===== config.mk =====
export PLATFORM = sky130hd
export DESIGN_NAME = page_align_mcu
export DESIGN_NICKNAME = d
export VERILOG_FILES = /design/src/lsab_pkg.sv /design/src/page_align_mcu.sv
export VERILOG_INCLUDE_DIRS = /design/src
export SDC_FILE = /design/constraint.sdc
export NUM_CORES = 1
export LEC_CHECK = 0
export ABC_AREA = 1
export CAP_MARGIN = 20
export CORE_AREA = 8 8 45 47
export CTS_BUF_LIST = sky130_fd_sc_hd__clkbuf_2
export CTS_CLUSTER_SIZE = 28
export DETAILED_ROUTE_END_ITERATION = 10
export DIE_AREA = 0 0 53 55
export DONT_BUFFER_PORTS = 1
export GPL_TIMING_DRIVEN = 1
export PLACE_DENSITY = 0.5
export SLEW_MARGIN = 40
export SYNTH_ARGS = -nofsm -noshare
export SYNTH_HDL_FRONTEND = slang
export SYNTH_SLANG_ARGS = --single-unit

===== constraint.sdc =====
create_clock -name CLK -period 1.42 [get_ports CLK]
set_input_delay 0.213 -clock CLK [delete_from_list [all_inputs] [get_ports CLK]]
set_output_delay 0.213 -clock CLK [all_outputs]
set_load 0.01 [all_outputs]

===== src/lsab_macros.svh =====
`ifndef LSAB_MACROS_SVH
`define LSAB_MACROS_SVH

// longest block the mover takes in one issue
`define LSAB_BLOCK_LEN 24

// address split, page number above the word offset
`define LSAB_OFFS_W 12
`define LSAB_PAGE_W 2

// output stream credits after reset
`define LSAB_CREDITS 4

// precharge plus activate, in cycles
`define LSAB_OPEN_LAT 3

`endif


===== src/lsab_pkg.sv =====
`include "lsab_macros.svh"

package lsab_pkg;

  typedef logic [`LSAB_PAGE_W+`LSAB_OFFS_W-1:0] addr_t;  // word address
  typedef logic [`LSAB_PAGE_W-1:0]              page_t;
  typedef logic [`LSAB_OFFS_W-1:0]              offs_t;  // offset inside a page

  typedef logic [$clog2(`LSAB_BLOCK_LEN+1)-1:0] blen_t;  // 0 to 24 words
  typedef logic [`LSAB_PAGE_W+`LSAB_OFFS_W-1:0] xlen_t;  // transfer length
  typedef logic [1:0]                           section_t;
  typedef logic [31:0]                          word_t;
  typedef logic [$clog2(`LSAB_CREDITS+1)-1:0]   credit_t;

  // sequencer states
  typedef enum logic [2:0] {
    IDLE,
    ALIGN,      // page_req up, waiting on grant
    SIZE,
    ISSUE,
    WAIT_MOVE,
    NEXT
  } seq_state_t;

endpackage


===== src/page_align_mcu.sv =====
`include "lsab_macros.svh"

module page_align_mcu
  import lsab_pkg::*;
(
  input  logic  CLK,
  input  logic  RST,
  input  logic  page_req,
  input  page_t page_addr,
  output logic  page_grant
);

  localparam int LAT_W = $clog2(`LSAB_OPEN_LAT + 1);
  localparam logic [LAT_W-1:0] OPEN_LAT = LAT_W'(`LSAB_OPEN_LAT);

  page_t            open_page;   // row held in the buffer
  logic             open_valid;
  logic [LAT_W-1:0] lat_cnt;
  logic             hit;

  assign hit = open_valid && (open_page == page_addr);

  always_ff @(posedge CLK)
  begin
    if (!RST)
    begin
      open_page  <= '0;
      open_valid <= 1'b0;
      lat_cnt    <= '0;
      page_grant <= 1'b0;
    end
    else if (!page_req)
    begin
      page_grant <= 1'b0;
      lat_cnt    <= '0;
    end
    else if (!page_grant)
    begin
      if (hit)
        page_grant <= 1'b1;  // row already open
      else if (lat_cnt == OPEN_LAT)
      begin
        page_grant <= 1'b1;
        open_page  <= page_addr;
        open_valid <= 1'b1;
        lat_cnt    <= '0;
      end
      else
      begin
        // precharge the old row, then activate the new one
        if (lat_cnt == '0)
          open_valid <= 1'b0;
        lat_cnt <= lat_cnt + LAT_W'(1);
      end
    end
  end

endmodule


==> results of run 1 <==
==> cell usage after synthesis <==
master	n	area, sq um
ha_1	1	12.5
a21oi_1	2	10.0
nor2_1	6	22.5
o21bai_1	1	7.51
inv_1	14	52.6
nand3_1	4	20.0
nand2_2	2	12.5
dfxtp_1	6	120
o21ai_0	1	5.00
nand4_1	2	12.5
nand2_1	13	48.8
a31oi_1	1	6.26
nor2_2	1	6.26
==> layer usage <==
layer | track usage (%) | routed length (um)
met1 | 5.18 | 306
met2 | 8.40 | 284
met3 | 6.42 | 80
met4 | 5.17 | 9
met5 | 0 | 0
==> area by class of cell <==
class                           instances  area, sq um
Multi-Input combinational cell         34          164
Inverter                               14         52.6
Clock buffer                            3         15.0
Tap cell                               16         20.0
Sequential cell                         6          120
Fill cell                             162         1010
==> cells in the final DEF (no fill, tap or decap), drive strengths merged <==
cell type and instances:
a21oi 2, a31oi 1, clkbuf 3, dfxtp 6
ha 1, inv 14, nand2 15, nand3 4
nand4 2, nor2 7, o21ai 1, o21bai 1
==> cells by family after synthesis <==
group | Yosys count
AO/OA/AOI/OAI | 5
buffers and inverters | 14
adder cells (fa/ha/maj) | 1
flip-flops | 6
AND/OR/NAND/NOR | 28
==> power groups by stage <==
| stage | combinational (mW) | sequential [mW] | clock (mW) |
|---|---|---|---|
| final | 0.0354 | 0.179 | 0.119 |
| after global routing | 0.0416 | 0.180 | 0.146 |
| after CTS | 0.0357 | 0.180 | 0.129 |
| after detailed placement | 0.0353 | 0.183 | 0 |
| after global placement | 0.0356 | 0.183 | 0 |
| after floorplan | 0.0302 | 0.182 | 0 |
==> state kept, by name, summed over array words and instances, names as in the netlist <==
register	cells
lat_cnt	2
open_page	2
open_valid	1
page_grant	1
==> metrics by stage <==
stage / power, mW / hold slack [ns] / setup slack, ns
floorplan: 0.212 / 0.334 / 0.410
global placement: 0.219 / 0.342 / 0.314
detailed placement: 0.219 / 0.343 / 0.337
CTS: 0.344 / 0.0887 / 0.324
global route: 0.367 / 0.0732 / 0.203
finish: 0.334 / 0.103 / 0.333
==> how the worst max path moves through the flow <==
stage,end,depth (start not counted)
floorplan,open_valid,5
global placement,open_valid,5
detailed placement,open_valid,5
CTS,open_valid,5
global route,open_page[1],7
finish,open_valid,5
==> metrics.txt, run 1 <==
Req. time, crit path 1.54 ns; total die area just under 0.003 sq mm; Final Cycle Share approximately 77%; share of cells above drive strength 1 10.5%; hold wc startpoint RST; Core ar. 0.00138 sq mm; Comb pwr share roughly a tenth; post-synthesis adder-cell area fraction 3.72%; hold path endpoint open_page[1]; io pins 6; Final Util a little over a quarter; final WL 680 um; clk slew on worst S/H paths 0.06 ns; Distinct cells, synth 13; Slew Limit Headroom about 86%; Sink Count 6; Post-Synth Simple-Gate Area a little over a third; post_cts resized 0; Psw 0.0871 mW; Hold Path Depth 2; syn_nets 60; Worst Hold Class input pin to flip-flop; CTS H-Tree Depth 1; number of global-route vias before repair around 270; CTS Buf Count 3; Via density 4.29; peak supply drop 0.382 mV; setup TNS 0 ns; post-synthesis xor/xnor area fraction 0%; postcts setup bufs 0; Max FO, Critical Path 3; crit end category flip-flop; die height 55 um; ANT nets after route 0; Inst Count DP 70; Fmax around 0.92 GHz; unrepaired setup endpoints after global routing false; critical path class flip-flop to flip-flop; clock share of power 35.7%; post-synthesis mux area share 0%; Syn. warnings 0; Crit path max-delay family flip-flops; CP Buf/Inv Count 2; number of hold violations in the final report 0; Synth-to-Final Area Change 10.4%; skew final 0.00383 ns; P_int approximately 0.25 mW; post-synthesis sequential area ratio 35.7%; Compound-Gate Fraction of Synth Area 8.55%; P per Cell Area 899 mW/mm^2; origin of the worst setup path lat_cnt[0]; DP Area 357 sq um; clk root buf clkbuf_2; Slowest-stage cell, CP dfxtp_1; Starting Density 24.3%; crit-path max cell delay 0.32 ns; run status completed; DRC violations left 0; synthesized flop and latch total 6; first-iteration detailed-routing DRC count 1; Worst EP arrival 1.21 ns; Layout Nets 65; DP HPWL approximately 530 um; synthesized cell area 337 sq um; first-pass GRT wire length between 1000 and 1500 um; floorplan row count 14; Final Max Slew Viols 0; WL/cell 9.32 um; clk_lat worst skew 0.22 ns; Cell Count, Final, Fillers Out 73; CTS max path bufs 2; initial antenna violation count 0; Sw Share 26.1%; CTS Hold Bufs 0; CTS tree done; pin count of the biggest net entering global routing 8; worst path cell trace ha_1, inv_1, nand3_1, o21ai_0, inv_1; GP Congestion about 0.73; Post-Syn Area per Cell between 6 and 7 sq um; largest family of logic cells by synthesized area simple AND/OR/NAND/NOR gates; R2R Path Start lat_cnt[0]; Seq pwr share between 50% and 60%; final setup vio count 0; drt pass-1 iters 4; # diodes 0; Slew @ Worst Pin about 0.22 ns; GR Util All Layers under 10%; R2R Path End open_valid; crit path launch type flip-flop; Overflow after GRT 0; reg2reg setup slack 0.33 ns; max-cap viol count 0; critical path's most frequent cell inv_1; crit path time final 1.09 ns; final instance area 372 sq um; routed via count 313; IO buf count 0; static leakage 0.211 nW; DIE WIDTH 53 um; worst reg-to-reg path cell count 5; Post-Synthesis Cells 54
Power figures use the tool's default switching activity.
==> inputs of run 2 (changes only) <==
PLACE_DENSITY = 0.51   (was 0.5)
clock period = 0.9 ns   (was 1.42 ns; I/O delays follow)
==> run 2 against run 1 <==
Against the previous run: the run now ends with setup timing left; final area increased by 19%; highest routed layer unchanged; largest power group unchanged; hold slack got worse by 0.075 ns; via count increased by 3.8%.
==> metrics.txt, run 2 (synthesis results as in run 1) <==
run status complete, but fails checks; failing checks setup timing; crit end category flip-flop; WL/cell 8.71 um (-6.5%); Seq pwr share 51.9% (-1.8 points); most frequent cells in the layout nand2_1, inv_1, nor2_1, buf_4, dfxtp_2; initial antenna violation count 0 (unchanged); Starting Density 24.3% (unchanged); share of cells above drive strength 1 34.9% (+24 points); P_int 0.405 mW (+64%); Comb pwr share 13.9% (+3.3 points); clk root buf clkbuf_2; Final Max Slew Viols 0 (unchanged); DIE WIDTH 53 um (unchanged); io pins 6 (unchanged); Final Cycle Share 112% (+36 points); crit path launch type flip-flop; ANT nets after route 0 (unchanged); peak supply drop 0.466 mV (+22%); DRC violations left 0 (unchanged); Largest regs lat_cnt (2), open_page (2); Multi-input gate area 185 sq um (+13%); drt pass-1 iters 3 (-1); Register Area 125 sq um (+4.2%); DP Area 415 sq um (+16%); GP Congestion 0.728 (-0.15%); CTS tree done; first-pass GRT wire length 1160 um (-0.60%); # diodes 0 (unchanged); Core ar. 0.00138 sq mm (unchanged); number of hold violations in the final report 0 (unchanged); routed via count 325 (+3.8%); Sink Count 6 (unchanged); clk slew on worst S/H paths 0.06 ns (about the same); Req. time, crit path 1.01 ns (-0.53 ns); unrepaired setup endpoints after global routing true; first-iteration detailed-routing DRC count 2 (+1); IO buf count 0 (unchanged); floorplan row count 14 (unchanged); CTS Hold Bufs 0 (unchanged); Slew Limit Headroom 84.5% (-1.2 points); setup TNS -0.617 ns (-0.617 ns); Final WS setup -0.112 ns (-0.445 ns); clock share of power 34.2% (-1.5 points); leading cell type in the layout, fill and taps excluded nand2_1; number of global-route vias before repair 303 (+11%); Layout Nets 71 (+9.2%); final instance area 443 sq um (+19%); Psw 0.143 mW (+65%); critical path class flip-flop to flip-flop; Via density 4.11 (-4.1%); final setup vio count 6 (+6); worst reg-to-reg path cell count 7 (+2); Worst Hold Class input pin to flip-flop; DP HPWL 551 um (+4.1%); max-cap viol count 0 (unchanged); total die area 0.00292 sq mm (unchanged); Synth-to-Final Area Change 31.6%; skew final 0.00350 ns (-0.000332 ns); die height 55 um (unchanged); CTS max path bufs 2 (unchanged); Overflow after GRT 0 (unchanged); clk_lat worst skew 0.22 ns (about the same); Fmax 0.988 GHz (+7.4%); static leakage 0.239 nW (+13%); Worst EP arrival 1.12 ns (-0.09 ns); pin count of the biggest net entering global routing 8 (unchanged); final WL 688 um (+1.2%); Sw Share 26.1% (+0.061 points); P per Cell Area 1240 mW/mm^2 (+38%); GR Util All Layers 5.79% (-0.39 points); CTS Buf Count 3 (unchanged); Max FO, Critical Path 7 (+4); Hold Path Depth 2 (unchanged); CTS H-Tree Depth 1 (unchanged); fill cell count 163 (+0.62%); crit path time final 1.01 ns (-0.0749 ns); Slew @ Worst Pin 0.233 ns (+0.0174 ns)
[run 2: cell count changes in the layout (fill, tap and decap cells not counted), moves of 3 or more]
cell	before	now
buf_4	0	6
dfxtp_1	6	2
dfxtp_2	0	4
inv_1	14	11
inv_2	0	3
[run 2: worst paths after layout]
| kind | from | end | slack (ns) |
|---|---|---|---|
| worst max-delay path | open_page[0] | page_grant | -0.11 |
| worst min-delay path | RST | open_page[0] | 0.03 |
| worst max register to register | open_page[0] | page_grant | -0.11 |
| worst min register to register | lat_cnt[1] | lat_cnt[1] | 0.49 |
[run 2: critical path, cell delays in order, from the launching register on]
cell and delay (ns):
dfxtp_1 0.35, nand2_1 0.06, nand2_1 0.06, inv_1 0.04
nand2_2 0.14, nand2_2 0.08, o21bai_1 0.13, inv_1 0.05
[run 2: power by group through the flow]
stage | sequential, mW | combinational (mW) | clock (mW)
3_5_place_dp | 0.291 | 0.0732 | 0
2_1_floorplan | 0.290 | 0.0513 | 0
5_1_grt | 0.286 | 0.0880 | 0.222
3_3_place_gp | 0.291 | 0.0721 | 0
4_1_cts | 0.285 | 0.0755 | 0.206
6_report | 0.285 | 0.0763 | 0.187
[run 2: timing repair]
action                                  4_1_cts  5_1_grt
pin swaps                                     2        0
buffers inserted                              1        0
endpoints found under the setup margin        6        7
gates resized for setup                       1        2
[run 2: cell type report]
| class | instances | area share [%] |
|---|---|---|
| multi-input combinational | 34 | 41.8 |
| tap | 16 | 4.52 |
| sequential | 6 | 28.2 |
| clock buffer | 3 | 3.39 |
| inverter | 14 | 11.9 |
| timing repair buffer | 6 | 10.2 |
[run 2: stage by stage]
stage	setup slack (ns)	power, mW	cells	utilization, %	hold WS (ns)
2_1_floorplan	-0.0772	0.342	54	-	0.253
3_3_place_gp	-0.106	0.363	75	30.0	0.260
3_5_place_dp	-0.108	0.364	75	30.0	0.265
4_1_cts	-0.119	0.567	79	31.6	0.0133
5_1_grt	-0.193	0.596	79	32.0	0.00850
6_report	-0.112	0.549	79	32.0	0.0275
[run 2: layer usage]
metal | vias to the layer above | track usage [%] | part of all wire (%)
met5 | - | 0 | 0
met4 | 0 | 6.47 | 1.2
met3 | 2 | 4.28 | 10
met2 | 6 | 6.84 | 38
met1 | 133 | 6.08 | 51
li1 | 184 | - | -
