### src/lsab_macros.svh
`ifndef LSAB_MACROS_SVH
`define LSAB_MACROS_SVH

// longest block the mover takes in one issue
`define LSAB_BLOCK_LEN 24

// address split, page number above the word offset
`define LSAB_OFFS_W 12
`define LSAB_PAGE_W 2

// output stream credits after reset
`define LSAB_CREDITS 4

// precharge plus activate, in cycles
`define LSAB_OPEN_LAT 3

`endif

### src/lsab_pkg.sv
`include "lsab_macros.svh"

package lsab_pkg;

  typedef logic [`LSAB_PAGE_W+`LSAB_OFFS_W-1:0] addr_t;  // word address
  typedef logic [`LSAB_PAGE_W-1:0]              page_t;
  typedef logic [`LSAB_OFFS_W-1:0]              offs_t;  // offset inside a page

  typedef logic [$clog2(`LSAB_BLOCK_LEN+1)-1:0] blen_t;  // 0 to 24 words
  typedef logic [`LSAB_PAGE_W+`LSAB_OFFS_W-1:0] xlen_t;  // transfer length
  typedef logic [1:0]                           section_t;
  typedef logic [31:0]                          word_t;
  typedef logic [$clog2(`LSAB_CREDITS+1)-1:0]   credit_t;

  // sequencer states
  typedef enum logic [2:0] {
    IDLE,
    ALIGN,      // page_req up, waiting on grant
    SIZE,
    ISSUE,
    WAIT_MOVE,
    NEXT
  } seq_state_t;

endpackage

### src/block_if.sv
interface block_if
  import lsab_pkg::*;
();

  offs_t    start;       // first word of the block, page relative
  page_t    page;
  blen_t    count_req;
  section_t section;
  logic     issue;       // single cycle, only looked at while not working
  blen_t    count_sent;  // valid once working is low again
  logic     working;

  // sequencer side
  modport seq (
    output start, page, count_req, section, issue,
    input  count_sent, working
  );

  modport mover (
    input  start, page, count_req, section, issue,
    output count_sent, working
  );

endinterface

### src/dram_block_seq.sv
`include "lsab_macros.svh"

module dram_block_seq
  import lsab_pkg::*;
(
  input  logic     CLK,
  input  logic     RST,
  input  logic     cmd_valid,
  input  addr_t    cmd_addr,
  input  xlen_t    cmd_len,
  input  section_t cmd_section,
  output logic     cmd_ready,
  output logic     done,
  output logic     page_req,
  output page_t    page_addr,
  input  logic     page_grant,
  block_if.seq     blk
);

  localparam xlen_t PAGE_WORDS = xlen_t'(2 ** `LSAB_OFFS_W);

  seq_state_t state;
  addr_t      cur_addr;
  page_t      cur_page;
  offs_t      cur_offs;
  xlen_t      remain;    // words still to move
  section_t   sec_r;
  logic       working_prev;
  logic       move_done;
  xlen_t      to_end;
  blen_t      blk_len;

  assign {cur_page, cur_offs} = cur_addr;
  assign cmd_ready = (state == IDLE);
  assign move_done = working_prev && !blk.working;  // mover just went idle
  assign to_end = PAGE_WORDS - xlen_t'(cur_offs);

  // block size, never past the page end or the transfer end
  always_comb
  begin
    xlen_t lim;
    lim = xlen_t'(`LSAB_BLOCK_LEN);
    if (to_end < lim)
      lim = to_end;
    if (remain < lim)
      lim = remain;
    blk_len = blen_t'(lim);
  end

  always_ff @(posedge CLK)
  begin
    if (!RST)
    begin
      state        <= IDLE;
      done         <= 1'b0;
      page_req     <= 1'b0;
      blk.issue    <= 1'b0;
      working_prev <= 1'b0;
    end
    else
    begin
      working_prev <= blk.working;
      done         <= 1'b0;
      blk.issue    <= 1'b0;
      case (state)
        IDLE:
          if (cmd_valid)
          begin
            if (cmd_len == '0)
              state <= NEXT;  // nothing to move, finish right away
            else
            begin
              page_req <= 1'b1;
              state    <= ALIGN;
            end
          end
        ALIGN:
          if (page_grant)
            state <= SIZE;
        SIZE:
        begin
          blk.issue <= 1'b1;
          state     <= ISSUE;
        end
        ISSUE:
          state <= WAIT_MOVE;
        WAIT_MOVE:
          if (move_done)
          begin
            page_req <= 1'b0;  // block finished, release the page
            state    <= NEXT;
          end
        NEXT:
          if (remain == '0)
          begin
            done  <= 1'b1;
            state <= IDLE;
          end
          else
          begin
            page_req <= 1'b1;
            state    <= ALIGN;
          end
        default:
          state <= IDLE;
      endcase
    end
  end

  always_ff @(posedge CLK)
  begin
    if (cmd_ready && cmd_valid)
    begin
      cur_addr  <= cmd_addr;
      remain    <= cmd_len;
      sec_r     <= cmd_section;
      page_addr <= cmd_addr[`LSAB_PAGE_W+`LSAB_OFFS_W-1:`LSAB_OFFS_W];
    end
    else if (state == WAIT_MOVE && move_done)
    begin
      cur_addr <= cur_addr + addr_t'(blk.count_sent);  // step by what really went out
      remain   <= remain - xlen_t'(blk.count_sent);
    end
    else if (state == NEXT)
      page_addr <= cur_page;

    if (state == SIZE)
    begin
      blk.start     <= cur_offs;
      blk.page      <= cur_page;
      blk.count_req <= blk_len;
      blk.section   <= sec_r;
    end
  end

endmodule

### src/flat_wrapper.sv
// flat-port wrapper written by rule: the top's interface ports become plain ports
module dram_block_seq_flat import lsab_pkg::*;
  (CLK, RST, cmd_valid, cmd_addr, cmd_len, cmd_section, cmd_ready, done, page_req, page_addr, page_grant, blk_start, blk_page, blk_count_req, blk_section, blk_issue, blk_count_sent, blk_working);
  block_if blk_i ();
  input  logic CLK;
  input  logic RST;
  input  logic cmd_valid;
  input  addr_t cmd_addr;
  input  xlen_t cmd_len;
  input  section_t cmd_section;
  output logic cmd_ready;
  output logic done;
  output logic page_req;
  output page_t page_addr;
  input  logic page_grant;
  output wire logic [$bits(blk_i.start)-1:0] blk_start;
  output wire logic [$bits(blk_i.page)-1:0] blk_page;
  output wire logic [$bits(blk_i.count_req)-1:0] blk_count_req;
  output wire logic [$bits(blk_i.section)-1:0] blk_section;
  output wire logic [$bits(blk_i.issue)-1:0] blk_issue;
  input wire logic [$bits(blk_i.count_sent)-1:0] blk_count_sent;
  input wire logic [$bits(blk_i.working)-1:0] blk_working;
  assign blk_start = blk_i.start;
  assign blk_page = blk_i.page;
  assign blk_count_req = blk_i.count_req;
  assign blk_section = blk_i.section;
  assign blk_issue = blk_i.issue;
  assign blk_i.count_sent = blk_count_sent;
  assign blk_i.working = blk_working;
  dram_block_seq u_core (.CLK(CLK), .RST(RST), .cmd_valid(cmd_valid), .cmd_addr(cmd_addr), .cmd_len(cmd_len), .cmd_section(cmd_section), .cmd_ready(cmd_ready), .done(done), .page_req(page_req), .page_addr(page_addr), .page_grant(page_grant), .blk(blk_i));
endmodule
### config.mk
export PLATFORM = sky130hd
export DESIGN_NAME = dram_block_seq_flat
export DESIGN_NICKNAME = d
export VERILOG_FILES = /design/src/lsab_pkg.sv /design/src/block_if.sv /design/src/dram_block_seq.sv /design/src/flat_wrapper.sv
export VERILOG_INCLUDE_DIRS = /design/src
export SDC_FILE = /design/constraint.sdc
export NUM_CORES = 1
export LEC_CHECK = 0
export BUFFER_PORTS_ARGS = -buffer_cell sky130_fd_sc_hd__buf_2
export CELL_PAD_IN_SITES_DETAIL_PLACEMENT = 1
export CELL_PAD_IN_SITES_GLOBAL_PLACEMENT = 1
export CORE_MARGIN = 2
export CORE_UTILIZATION = 43
export CTS_CLUSTER_DIAMETER = 150
export CTS_CLUSTER_SIZE = 28
export DETAILED_ROUTE_END_ITERATION = 16
export HOLD_SLACK_MARGIN = 0.08
export PLACE_DENSITY = 0.87
export SKIP_LAST_GASP = 1
export SLEW_MARGIN = 30
export SYNTH_ARGS = -nofsm -noshare
export SYNTH_HDL_FRONTEND = slang
export SYNTH_SLANG_ARGS = --single-unit
### constraint.sdc
create_clock -name CLK -period 3.9 [get_ports CLK]
set_clock_uncertainty 0.1 [all_clocks]
set_input_delay 0 -clock CLK [delete_from_list [all_inputs] [get_ports CLK]]
set_output_delay 0 -clock CLK [all_outputs]
set_load 0.05 [all_outputs]
==> impl_metrics.json, run 1 <==
{
  "status": "finished, final reports clean",
  "clock_path_buffers": 2,
  "dieWidth_um": 95.48,
  "tightest_slew_ns": 0.6607,
  "crit_chain": "inv_1 > ha_2 > nor2b_2 > a32o_1 > a21oi_1 > a2111oi_4 > nor2b_1 > ha_1 > and4_1 > a21o_1 > o21ai_1 > nand3_2 > o32a_1",
  "final-instance-count-excl-fill": 580,
  "max_clock_freq_mhz": 271.5,
  "timing.rr.start": "u_core.cur_addr[0]$_DFFE_PP_",
  "finalCritPeriodShare": 0.9446,
  "ys_ff_latch": 60,
  "arrival_ns": 3.68,
  "ys_async_sr_fraction": 0,
  "wl_per_cell_um": 20.88,
  "antenna_left": 0,
  "critical_path.slowest_cell": "edfxtp_1",
  "grt_start_max_net_pins": 29,
  "ios": 67,
  "area_growth_pct": 32.23,
  "yosys_warnings": 0,
  "numCtsBuffers": 9,
  "cellPowerDensity_nw_per_um2": 486.3,
  "ys_top_cells_by_area": "edfxtp_1 44%, ha_1 8.0%, dfxtp_1 3.9%",
  "synth_area_leader_cell": "edfxtp_1",
  "layout_commonest_cell": "buf_2",
  "post-place-ws_ns": -0.03544,
  "drtIter0Drc": 277,
  "root_buffer": "clkbuf_8",
  "synth_area_per_cell_um2": 10.31,
  "r2r_slack_ns": 0.22,
  "hp-class": "input pin to flop",
  "drive_gt1_frac": 0.2168,
  "vias": 3411,
  "overflow": 0,
  "place_congestion": 0.8646,
  "grt.total_usage": 0.2780,
  "yosys_most_used_dff": "edfxtp_1",
  "first_pass_iters": 4,
  "initial_core_util": 0.4402,
  "cts.sinks": 60,
  "synth_edf_count": 53,
  "drt_wl_total_um": 12110,
  "post-route-util": 0.5820,
  "min_from": "blk_count_sent[1]",
  "synth_top_area_frac": 0.4423,
  "die_area_um2": 9116,
  "drt-met1-wl_um": 4808,
  "num-fill-cells": 922,
  "reg2regPathDepth": 13,
  "antenna_found_initial": 0,
  "syn_area_um2": 3598,
  "stdcell_area_um2": 4758,
  "slew_headroom": 0.5549,
  "fin_ws_ns": 0.2162,
  "path_class": "flop to flop",
  "die_h_um": 95.48,
  "yosysSeqAreaShare": 0.4812,
  "report.final.slew_viol_count": 0,
  "dpl.cell_count": 526,
  "rsz0062_at_grt": "no",
  "path_max_fanout": 6,
  "mostFrequentLayoutCells": "66 x buf_2, 53 x edfxtp_1, 38 x dlygate4sd3_1",
  "cts_tree": "yes",
  "grt_pass1_wl_um": 18810,
  "drcViolationCount": 0,
  "wl_met3_um": 675,
  "synthDistinctLibCells": 60,
  "dp.final_hpwl_um": 7511,
  "routed.top_layer": "met4",
  "nets": 535,
  "hold_viol_final": 0,
  "start_kind": "flop",
  "drv_cap": 0,
  "p_leak_uw": 0.001859,
  "placed_area_um2": 4134,
  "vias_per_cell": 5.881,
  "period_needed_ns": 3.684,
  "critical_path_required_ns": 3.90,
  "cp-end-kind": "flop",
  "vdd_drop_max_mv": 0.2469,
  "clk_latency_ns": 0.36,
  "setup-tns-final_ns": 0,
  "wl_met2_um": 6286,
  "clkTransAtPathRegs_ns": 0.08,
  "coreArea_um2": 8175,
  "hold_end": "u_core.remain[1]$_DFFE_PP_",
  "synthCells": 349,
  "h-tree-depth": 3,
  "portBuffers": 66,
  "finalSetupViolCount": 0,
  "cp_slowest_stage_delay_ns": 0.49,
  "antenna_cells": 0,
  "grt_pass1_vias": 3629,
  "r2r-end": "u_core.blk.count_req[4]$_DFFE_PP_",
  "worstHoldPathCells": 3,
  "rows": 33
}
-- what timing repair did --
item                       CTS  global route
buffers inserted             0             0
hold endpoints to repair    41             0
hold buffers                38             0
setup endpoints to repair    2             4
gates resized for setup      1             5
pin swaps                    0             0
-- per-stage QoR --
| step | hold slack (ns) | total power, µW |
|---|---|---|
| CTS | 0.08293 | 2268 |
| global route | 0.1711 | 2394 |
| finish | 0.1730 | 2314 |
| floorplan | -0.001131 | 1340 |
| global placement | 0.07850 | 1500 |
| detailed placement | 0.07935 | 1544 |
-- synth_stat cells, types with 2 or more instances --
library cell  instances
dfxtp_1               7
o21a_1                3
o41ai_1               2
a21boi_0              4
ha_1                 23
nor4_1                3
a211oi_1              2
o21ai_0              23
nand3_1               7
o211ai_1              4
nor2_1               33
o32a_1                2
and3_1                3
a22oi_1               2
nor2b_1               5
a31oi_1               7
nor3_1               10
xnor2_1               7
o31ai_1               9
inv_1                16
nand4_1               4
or3_1                 3
a21oi_1              16
edfxtp_1             53
or4_1                 8
clkbuf_1              9
fa_1                  2
a21o_1                2
nand2b_1              5
xor2_1                8
and2_1                2
o32ai_1               2
nand2_1              35
and4_1                2
-- area by class of cell --
| cell class | instances | area (µm²) | area share |
|---|---|---|---|
| Clock buffer | 10 | 127.6 | 0.02682 |
| Clock inverter | 6 | 102.6 | 0.02156 |
| Inverter | 17 | 63.81 | 0.01341 |
| Multi-Input combinational cell | 267 | 1808 | 0.3800 |
| Sequential cell | 60 | 1732 | 0.3639 |
| Tap cell | 105 | 131.4 | 0.02761 |
| Timing Repair Buffer | 115 | 793.3 | 0.1667 |
-- worst max-delay path, delay by kind of cell (launching register included) --
family | cells | cell delay (ns)
buffers and inverters | 1 | 0.16
flip-flops | 1 | 0.49
AND/OR/NAND/NOR | 4 | 0.76
adder cells (fa/ha/maj) | 2 | 0.52
AO/OA/AOI/OAI | 6 | 1.39
-- metal layers --
| metal | GRT usage | vias to the layer above |
|---|---|---|
| met5 | 0 | - |
| met4 | 0.1119 | 0 |
| met3 | 0.04743 | 28 |
| met2 | 0.4924 | 142 |
| met1 | 0.3348 | 1693 |
| li1 | - | 1548 |
-- worst max-delay path by stage --
| stage | from | to | slack [ns] | cells after the start |
|---|---|---|---|---|
| floorplan | u_core.cur_addr[1]$_DFFE_PP_ | u_core.blk.count_req[1]$_DFFE_PP_ | 0.38 | 14 |
| global placement | u_core.cur_addr[0]$_DFFE_PP_ | u_core.blk.count_req[1]$_DFFE_PP_ | 0.28 | 14 |
| detailed placement | u_core.cur_addr[1]$_DFFE_PP_ | u_core.blk.count_req[1]$_DFFE_PP_ | -0.04 | 14 |
| CTS | u_core.cur_addr[1]$_DFFE_PP_ | u_core.blk.count_req[1]$_DFFE_PP_ | 0.04 | 14 |
| global route | u_core.cur_addr[0]$_DFFE_PP_ | u_core.blk.count_req[4]$_DFFE_PP_ | 0.04 | 13 |
| finish | u_core.cur_addr[0]$_DFFE_PP_ | u_core.blk.count_req[4]$_DFFE_PP_ | 0.22 | 13 |
-- state kept, by name, summed over array words and instances, names as in the netlist, 2 cells and up --
register,cells
u_core.cur_addr,14
u_core.remain,14
u_core.blk.start,12
u_core.blk.count_req,5
u_core.state,3
u_core.blk.page,2
u_core.blk.section,2
u_core.page_addr,2
u_core.sec_r,2
-- power by group --
group | switching [µW] | total, µW | internal [µW]
Clock | 266 | 686 | 420
Sequential | 93.5 | 915 | 822
Combinational | 451 | 713 | 262
Total | 811 | 2310 | 1500
-- cells by family after synthesis --
kind of cell	after synthesis	share of synthesized area
xor+xnor	15	0.03651
fa+ha+maj	25	0.09110
flops	60	0.4812
buf+inv	29	0.03338
mux	1	0.003129
simple gates	129	0.1846
other cells	1	0.001042
compound gates	89	0.1690
Power figures use the tool's default switching activity.
==> run 2: changes to the inputs <==
--- a/config.mk
+++ b/config.mk
@@ -10,12 +10,12 @@
 export CELL_PAD_IN_SITES_DETAIL_PLACEMENT = 1
 export CELL_PAD_IN_SITES_GLOBAL_PLACEMENT = 1
 export CORE_MARGIN = 2
-export CORE_UTILIZATION = 43
+export CORE_UTILIZATION = 45
 export CTS_CLUSTER_DIAMETER = 150
 export CTS_CLUSTER_SIZE = 28
 export DETAILED_ROUTE_END_ITERATION = 16
 export HOLD_SLACK_MARGIN = 0.08
-export PLACE_DENSITY = 0.87
+export PLACE_DENSITY = 0.9
 export SKIP_LAST_GASP = 1
 export SLEW_MARGIN = 30
 export SYNTH_ARGS = -nofsm -noshare
==> constraint.sdc (replaced) <==
create_clock -name CLK -period 4.8 [get_ports CLK]
set_clock_uncertainty 0.1 [all_clocks]
set_input_delay 0 -clock CLK [delete_from_list [all_inputs] [get_ports CLK]]
set_output_delay 0 -clock CLK [all_outputs]
set_load 0.05 [all_outputs]
==> impl_metrics.json, run 2 (synthesized netlist as in run 1, its figures left out) <==
{
  "critical_path_required_ns": 4.78,
  "finalCritPeriodShare": 0.9078,
  "clock_path_buffers": 2,
  "clk_latency_ns": 0.36,
  "crit_start": "u_core.cur_addr[0]$_DFFE_PP_",
  "p_sw_frac": 0.3737,
  "overflow": 0,
  "vias": 3434,
  "crit_chain": "inv_1 > ha_1 > nor2b_1 > a32o_1 > a21oi_1 > a2111oi_4 > nor2b_1 > ha_1 > and4_1 > a21o_1 > o21ai_0 > nand3_1 > o21ai_1 > o32ai_1",
  "placed_area_um2": 4070,
  "fin_ws_ns": 0.4425,
  "final-instance-count-excl-fill": 570,
  "dpl.cell_count": 515,
  "finalSetupViolCount": 0,
  "stdcell_area_um2": 4652,
  "start_kind": "flop",
  "initial_core_util": 0.4657,
  "drtIter0Drc": 224,
  "first_pass_iters": 5,
  "total_switching_power_uw": 660.0,
  "grt.total_usage": 0.2980,
  "h-tree-depth": 3,
  "rows": 32,
  "num-fill-cells": 862,
  "timing.rr.start": "u_core.cur_addr[0]$_DFFE_PP_",
  "mostFrequentLayoutCells": "66 x buf_2, 53 x edfxtp_1, 39 x dlygate4sd3_1",
  "numCtsBuffers": 9,
  "antenna_found_initial": 0,
  "place_congestion": 0.8732,
  "cts_tree": "yes",
  "ios": 67,
  "grt_pass1_wl_um": 19570,
  "setup-tns-final_ns": 0,
  "layout_commonest_cell": "buf_2",
  "total_power_uw": 1766,
  "period_needed_ns": 4.357,
  "dp.final_hpwl_um": 7449,
  "drt_wl_total_um": 12120,
  "reg2regPathDepth": 14,
  "coreArea_um2": 7727,
  "seq_power_share": 0.431,
  "cts_setup_buffers": 0,
  "die_h_um": 93.43,
  "critical_path.slowest_cell": "a2111oi_4",
  "grt_pass1_vias": 3683,
  "max_clock_freq_mhz": 229.5,
  "rsz0062_at_grt": "no",
  "die_area_um2": 8728,
  "antenna_left": 0,
  "largest_registers": "u_core.cur_addr x14, u_core.remain x14, u_core.blk.start x12",
  "status": "finished, final reports clean",
  "r2r_slack_ns": 0.44,
  "slew_headroom": 0.5429,
  "dieWidth_um": 93.43,
  "tightest_slew_ns": 0.6840,
  "nets": 528,
  "arrival_ns": 4.34,
  "root_buffer": "clkbuf_8",
  "grt_start_max_net_pins": 29,
  "p_int_uw": 1106,
  "post-place-ws_ns": 0.6479,
  "wl_per_cell_um": 21.26,
  "hold_viol_final": 0,
  "cp-end-kind": "flop",
  "drcViolationCount": 0,
  "drive_gt1_frac": 0.1987,
  "cp_slowest_stage_delay_ns": 0.59,
  "drv_cap": 0,
  "vias_per_cell": 6.025,
  "clkTransAtPathRegs_ns": 0.07,
  "report.final.slew_viol_count": 0,
  "portBuffers": 66,
  "r2r-end": "u_core.blk.count_req[1]$_DFFE_PP_",
  "cellPowerDensity_nw_per_um2": 379.6,
  "hp-class": "input pin to flop",
  "vdd_drop_max_mv": 0.1760,
  "area_growth_pct": 29.28,
  "combPwrFrac": 0.307,
  "crit_end": "u_core.blk.count_req[1]$_DFFE_PP_",
  "clkPwrFrac": 0.261,
  "path_class": "flop to flop",
  "antenna_cells": 0,
  "path_max_fanout": 8,
  "p_leak_uw": 0.001802,
  "cts.sinks": 60
}
==> run 2: final cells by class <==
type,count,area (µm²),area share
clock buffer,9,123.9,0.02663
clock inverter,7,67.56,0.01452
inverter,17,63.81,0.01372
multi-input combinational,267,1794,0.3857
sequential,60,1732,0.3722
tap,102,127.6,0.02743
timing repair buffer,108,743.2,0.1598
==> run 2: stage by stage <==
step,hold WS [ns],util
floorplan,-0.001131,-
global placement,0.07789,0.5261
detailed placement,0.08324,0.5267
CTS,0.09244,0.6020
global route,0.1599,0.6020
finish,0.1507,0.6020
==> run 2: critical path: cells and delay by family (launching register included) <==
family	cells	cell delay [ns]
buffers and inverters	1	0.15
AND/OR/NAND/NOR	4	0.94
AO/OA/AOI/OAI	7	1.84
flip-flops	1	0.49
adder cells (fa/ha/maj)	2	0.57
==> run 2: layer usage <==
layer | global-route usage | wire, µm | vias up
li1 | - | - | 1539
met1 | 0.3568 | 4859 | 1682
met2 | 0.5108 | 6151 | 168
met3 | 0.04754 | 605 | 45
met4 | 0.1618 | 505 | 0
met5 | 0 | 0 | -
==> run 2: timing repair <==
action	in CTS	in global routing
endpoints found under the hold margin	41	0
endpoints found under the setup margin	0	1
gates resized for setup	0	1
hold buffers	39	0
==> run 2: worst min-delay path by stage <==
stage          slack, ns  cells after the start                          to               from
6_report            0.15                      3  u_core.remain[1]$_DFFE_PP_  blk_count_sent[1]
5_1_grt             0.16                      3  u_core.remain[1]$_DFFE_PP_  blk_count_sent[1]
4_1_cts             0.09                      3  u_core.remain[1]$_DFFE_PP_  blk_count_sent[1]
3_5_place_dp        0.08                      1   u_core.sec_r[0]$_DFFE_PP_     cmd_section[0]
3_3_place_gp        0.08                      1   u_core.sec_r[0]$_DFFE_PP_     cmd_section[0]
2_1_floorplan     -0.001                      0   u_core.sec_r[0]$_DFFE_PP_     cmd_section[0]
==> run 2: power by group through the flow <==
| stage | Clock, µW | Sequential (µW) | Combinational (µW) |
|---|---|---|---|
| 2_1_floorplan | 0 | 770 | 319 |
| 3_3_place_gp | 0 | 758 | 443 |
| 3_5_place_dp | 0 | 764 | 473 |
| 4_1_cts | 455 | 753 | 512 |
| 5_1_grt | 481 | 770 | 589 |
| 6_report | 462 | 762 | 542 |
==> run 3: changes to the inputs <==
--- a/config.mk
+++ b/config.mk
@@ -9,7 +9,6 @@
 export BUFFER_PORTS_ARGS = -buffer_cell sky130_fd_sc_hd__buf_2
 export CELL_PAD_IN_SITES_DETAIL_PLACEMENT = 1
 export CELL_PAD_IN_SITES_GLOBAL_PLACEMENT = 1
-export CORE_MARGIN = 2
 export CORE_UTILIZATION = 45
 export CTS_CLUSTER_DIAMETER = 150
 export CTS_CLUSTER_SIZE = 28
@@ -17,7 +16,7 @@
 export HOLD_SLACK_MARGIN = 0.08
 export PLACE_DENSITY = 0.9
 export SKIP_LAST_GASP = 1
-export SLEW_MARGIN = 30
+export SLEW_MARGIN = 20
 export SYNTH_ARGS = -nofsm -noshare
 export SYNTH_HDL_FRONTEND = slang
 export SYNTH_SLANG_ARGS = --single-unit
==> impl_metrics.json, run 3 (synthesized netlist as in run 1, its figures left out) <==
{
  "critical_path.slowest_cell": "a2111oi_4",
  "cellPowerDensity_nw_per_um2": 380.4,
  "antenna_found_initial": 0,
  "r2r_slack_ns": 0.52,
  "post-place-ws_ns": 0.7151,
  "dp.final_hpwl_um": 7356,
  "grt_pass1_wl_um": 19000,
  "first_pass_iters": 5,
  "p_leak_uw": 0.001805,
  "overflow": 0,
  "drt_wl_total_um": 12040,
  "cts_setup_buffers": 0,
  "status": "finished, final reports clean",
  "critical_path_required_ns": 4.78,
  "numCtsBuffers": 9,
  "clock_path_buffers": 2,
  "start_kind": "flop",
  "path_buf_inv": 1,
  "stdcell_area_um2": 4648,
  "vdd_drop_max_mv": 0.2367,
  "grt_pass1_vias": 3711,
  "cp-end-kind": "flop",
  "initial_core_util": 0.4657,
  "h-tree-depth": 3,
  "arrival_ns": 4.27,
  "cp_top_family": "compound AO/OA/AOI/OAI gates",
  "ios": 67,
  "max_clock_freq_mhz": 233.5,
  "antenna_left": 0,
  "clk_latency_ns": 0.35,
  "rsz0062_at_grt": "no",
  "report.final.slew_viol_count": 0,
  "drive_gt1_frac": 0.1987,
  "cp_slowest_stage_delay_ns": 0.57,
  "root_buffer": "clkbuf_8",
  "path_class": "flop to flop",
  "area_growth_pct": 29.17,
  "final-instance-count-excl-fill": 570,
  "finalSetupViolCount": 0,
  "drcViolationCount": 0,
  "place_congestion": 0.8737,
  "drv_cap": 0,
  "slew_headroom": 0.2724,
  "grt.total_usage": 0.2983,
  "wl_per_cell_um": 21.12,
  "layout_commonest_cell": "buf_2",
  "dieWidth_um": 91.43,
  "period_needed_ns": 4.282,
  "mostFrequentLayoutCells": "66 x buf_2, 53 x edfxtp_1, 39 x dlygate4sd3_1",
  "vias": 3417,
  "nets": 528,
  "clkTransAtPathRegs_ns": 0.07,
  "crit_chain": "inv_1 > ha_1 > nor2b_1 > a32o_1 > a21oi_1 > a2111oi_4 > nor2b_1 > ha_1 > and4_1 > a21o_1 > o21ai_0 > nand3_1 > o21ai_0 > o32ai_1",
  "rows": 32,
  "fin_ws_ns": 0.5180,
  "antenna_cells": 0,
  "cts_tree": "yes",
  "vias_per_cell": 5.995,
  "hp-class": "input pin to flop",
  "portBuffers": 66,
  "total_power_uw": 1768,
  "die_h_um": 91.43,
  "largest_registers": "u_core.cur_addr x14, u_core.remain x14, u_core.blk.start x12",
  "path_max_fanout": 8,
  "placed_area_um2": 4065,
  "coreArea_um2": 7727,
  "hold_viol_final": 0,
  "tightest_slew_ns": 1.090,
  "drtIter0Drc": 247,
  "die_area_um2": 8359,
  "setup-tns-final_ns": 0,
  "cts.sinks": 60,
  "grt_start_max_net_pins": 34,
  "dpl.cell_count": 515,
  "finalCritPeriodShare": 0.8921
}
run 3: changes by cell type in the layout (fill, tap and decap cells not counted), sizes merged:
cell,before,now
clkinvlp,2,1
clkbuf,9,10
run 3: layout make-up:
type	count	area, µm²
Sequential cell	60	1732
Clock buffer	10	127.6
Timing Repair Buffer	108	743.2
Tap cell	102	127.6
Clock inverter	6	65.06
Multi-Input combinational cell	267	1789
Inverter	17	63.81
Fill cell	873	3079
run 3: worst reg2reg max path, cell delays in order (launching register included):
cell and delay (ns):
edfxtp_1 0.48, inv_1 0.17, ha_1 0.33, nor2b_1 0.28, a32o_1 0.21, a21oi_1 0.07, a2111oi_4 0.57, nor2b_1 0.25
ha_1 0.26, and4_1 0.19, a21o_1 0.17, o21ai_0 0.22, nand3_1 0.22, o21ai_0 0.35, o32ai_1 0.15
run 3: power by group:
part	total [µW]	switching, µW	internal (µW)
combinational	542	342	200
clock	459	219	240
sequential	768	99.7	668
total	1770	660	1110
run 3: stage by stage:
stage            util  hold WS (ns)
2_1_floorplan       -     -0.001131
3_3_place_gp   0.5261       0.07715
3_5_place_dp   0.5261       0.08117
4_1_cts        0.6015        0.1267
5_1_grt        0.6015        0.2074
6_report       0.6015        0.1816
run 3: final timing paths:
path,depth (start not counted),from,to
worst max register to register,14,u_core.cur_addr[1]$_DFFE_PP_,u_core.blk.count_req[1]$_DFFE_PP_
worst min register to register,0,u_core.sec_r[0]$_DFFE_PP_,u_core.blk.section[0]$_DFFE_PP_
worst max-delay path,14,u_core.cur_addr[1]$_DFFE_PP_,u_core.blk.count_req[1]$_DFFE_PP_
worst min-delay path,3,blk_count_sent[1],u_core.remain[1]$_DFFE_PP_
run 3: repair_timing:
| item | 4_1_cts | 5_1_grt |
|---|---|---|
| hold buffers | 39 | 0 |
| endpoints found under the setup margin | 0 | 0 |
| gates resized for setup | 0 | 0 |
| hold endpoints to repair | 44 | 0 |
run 3: layer usage:
| layer | track usage | vias to the layer above | wire [µm] |
|---|---|---|---|
| met5 | 0 | - | 0 |
| met4 | 0.1653 | 0 | 539 |
| met3 | 0.04355 | 50 | 684 |
| met2 | 0.5244 | 182 | 6152 |
| met1 | 0.3468 | 1653 | 4659 |
| li1 | - | 1532 | - |
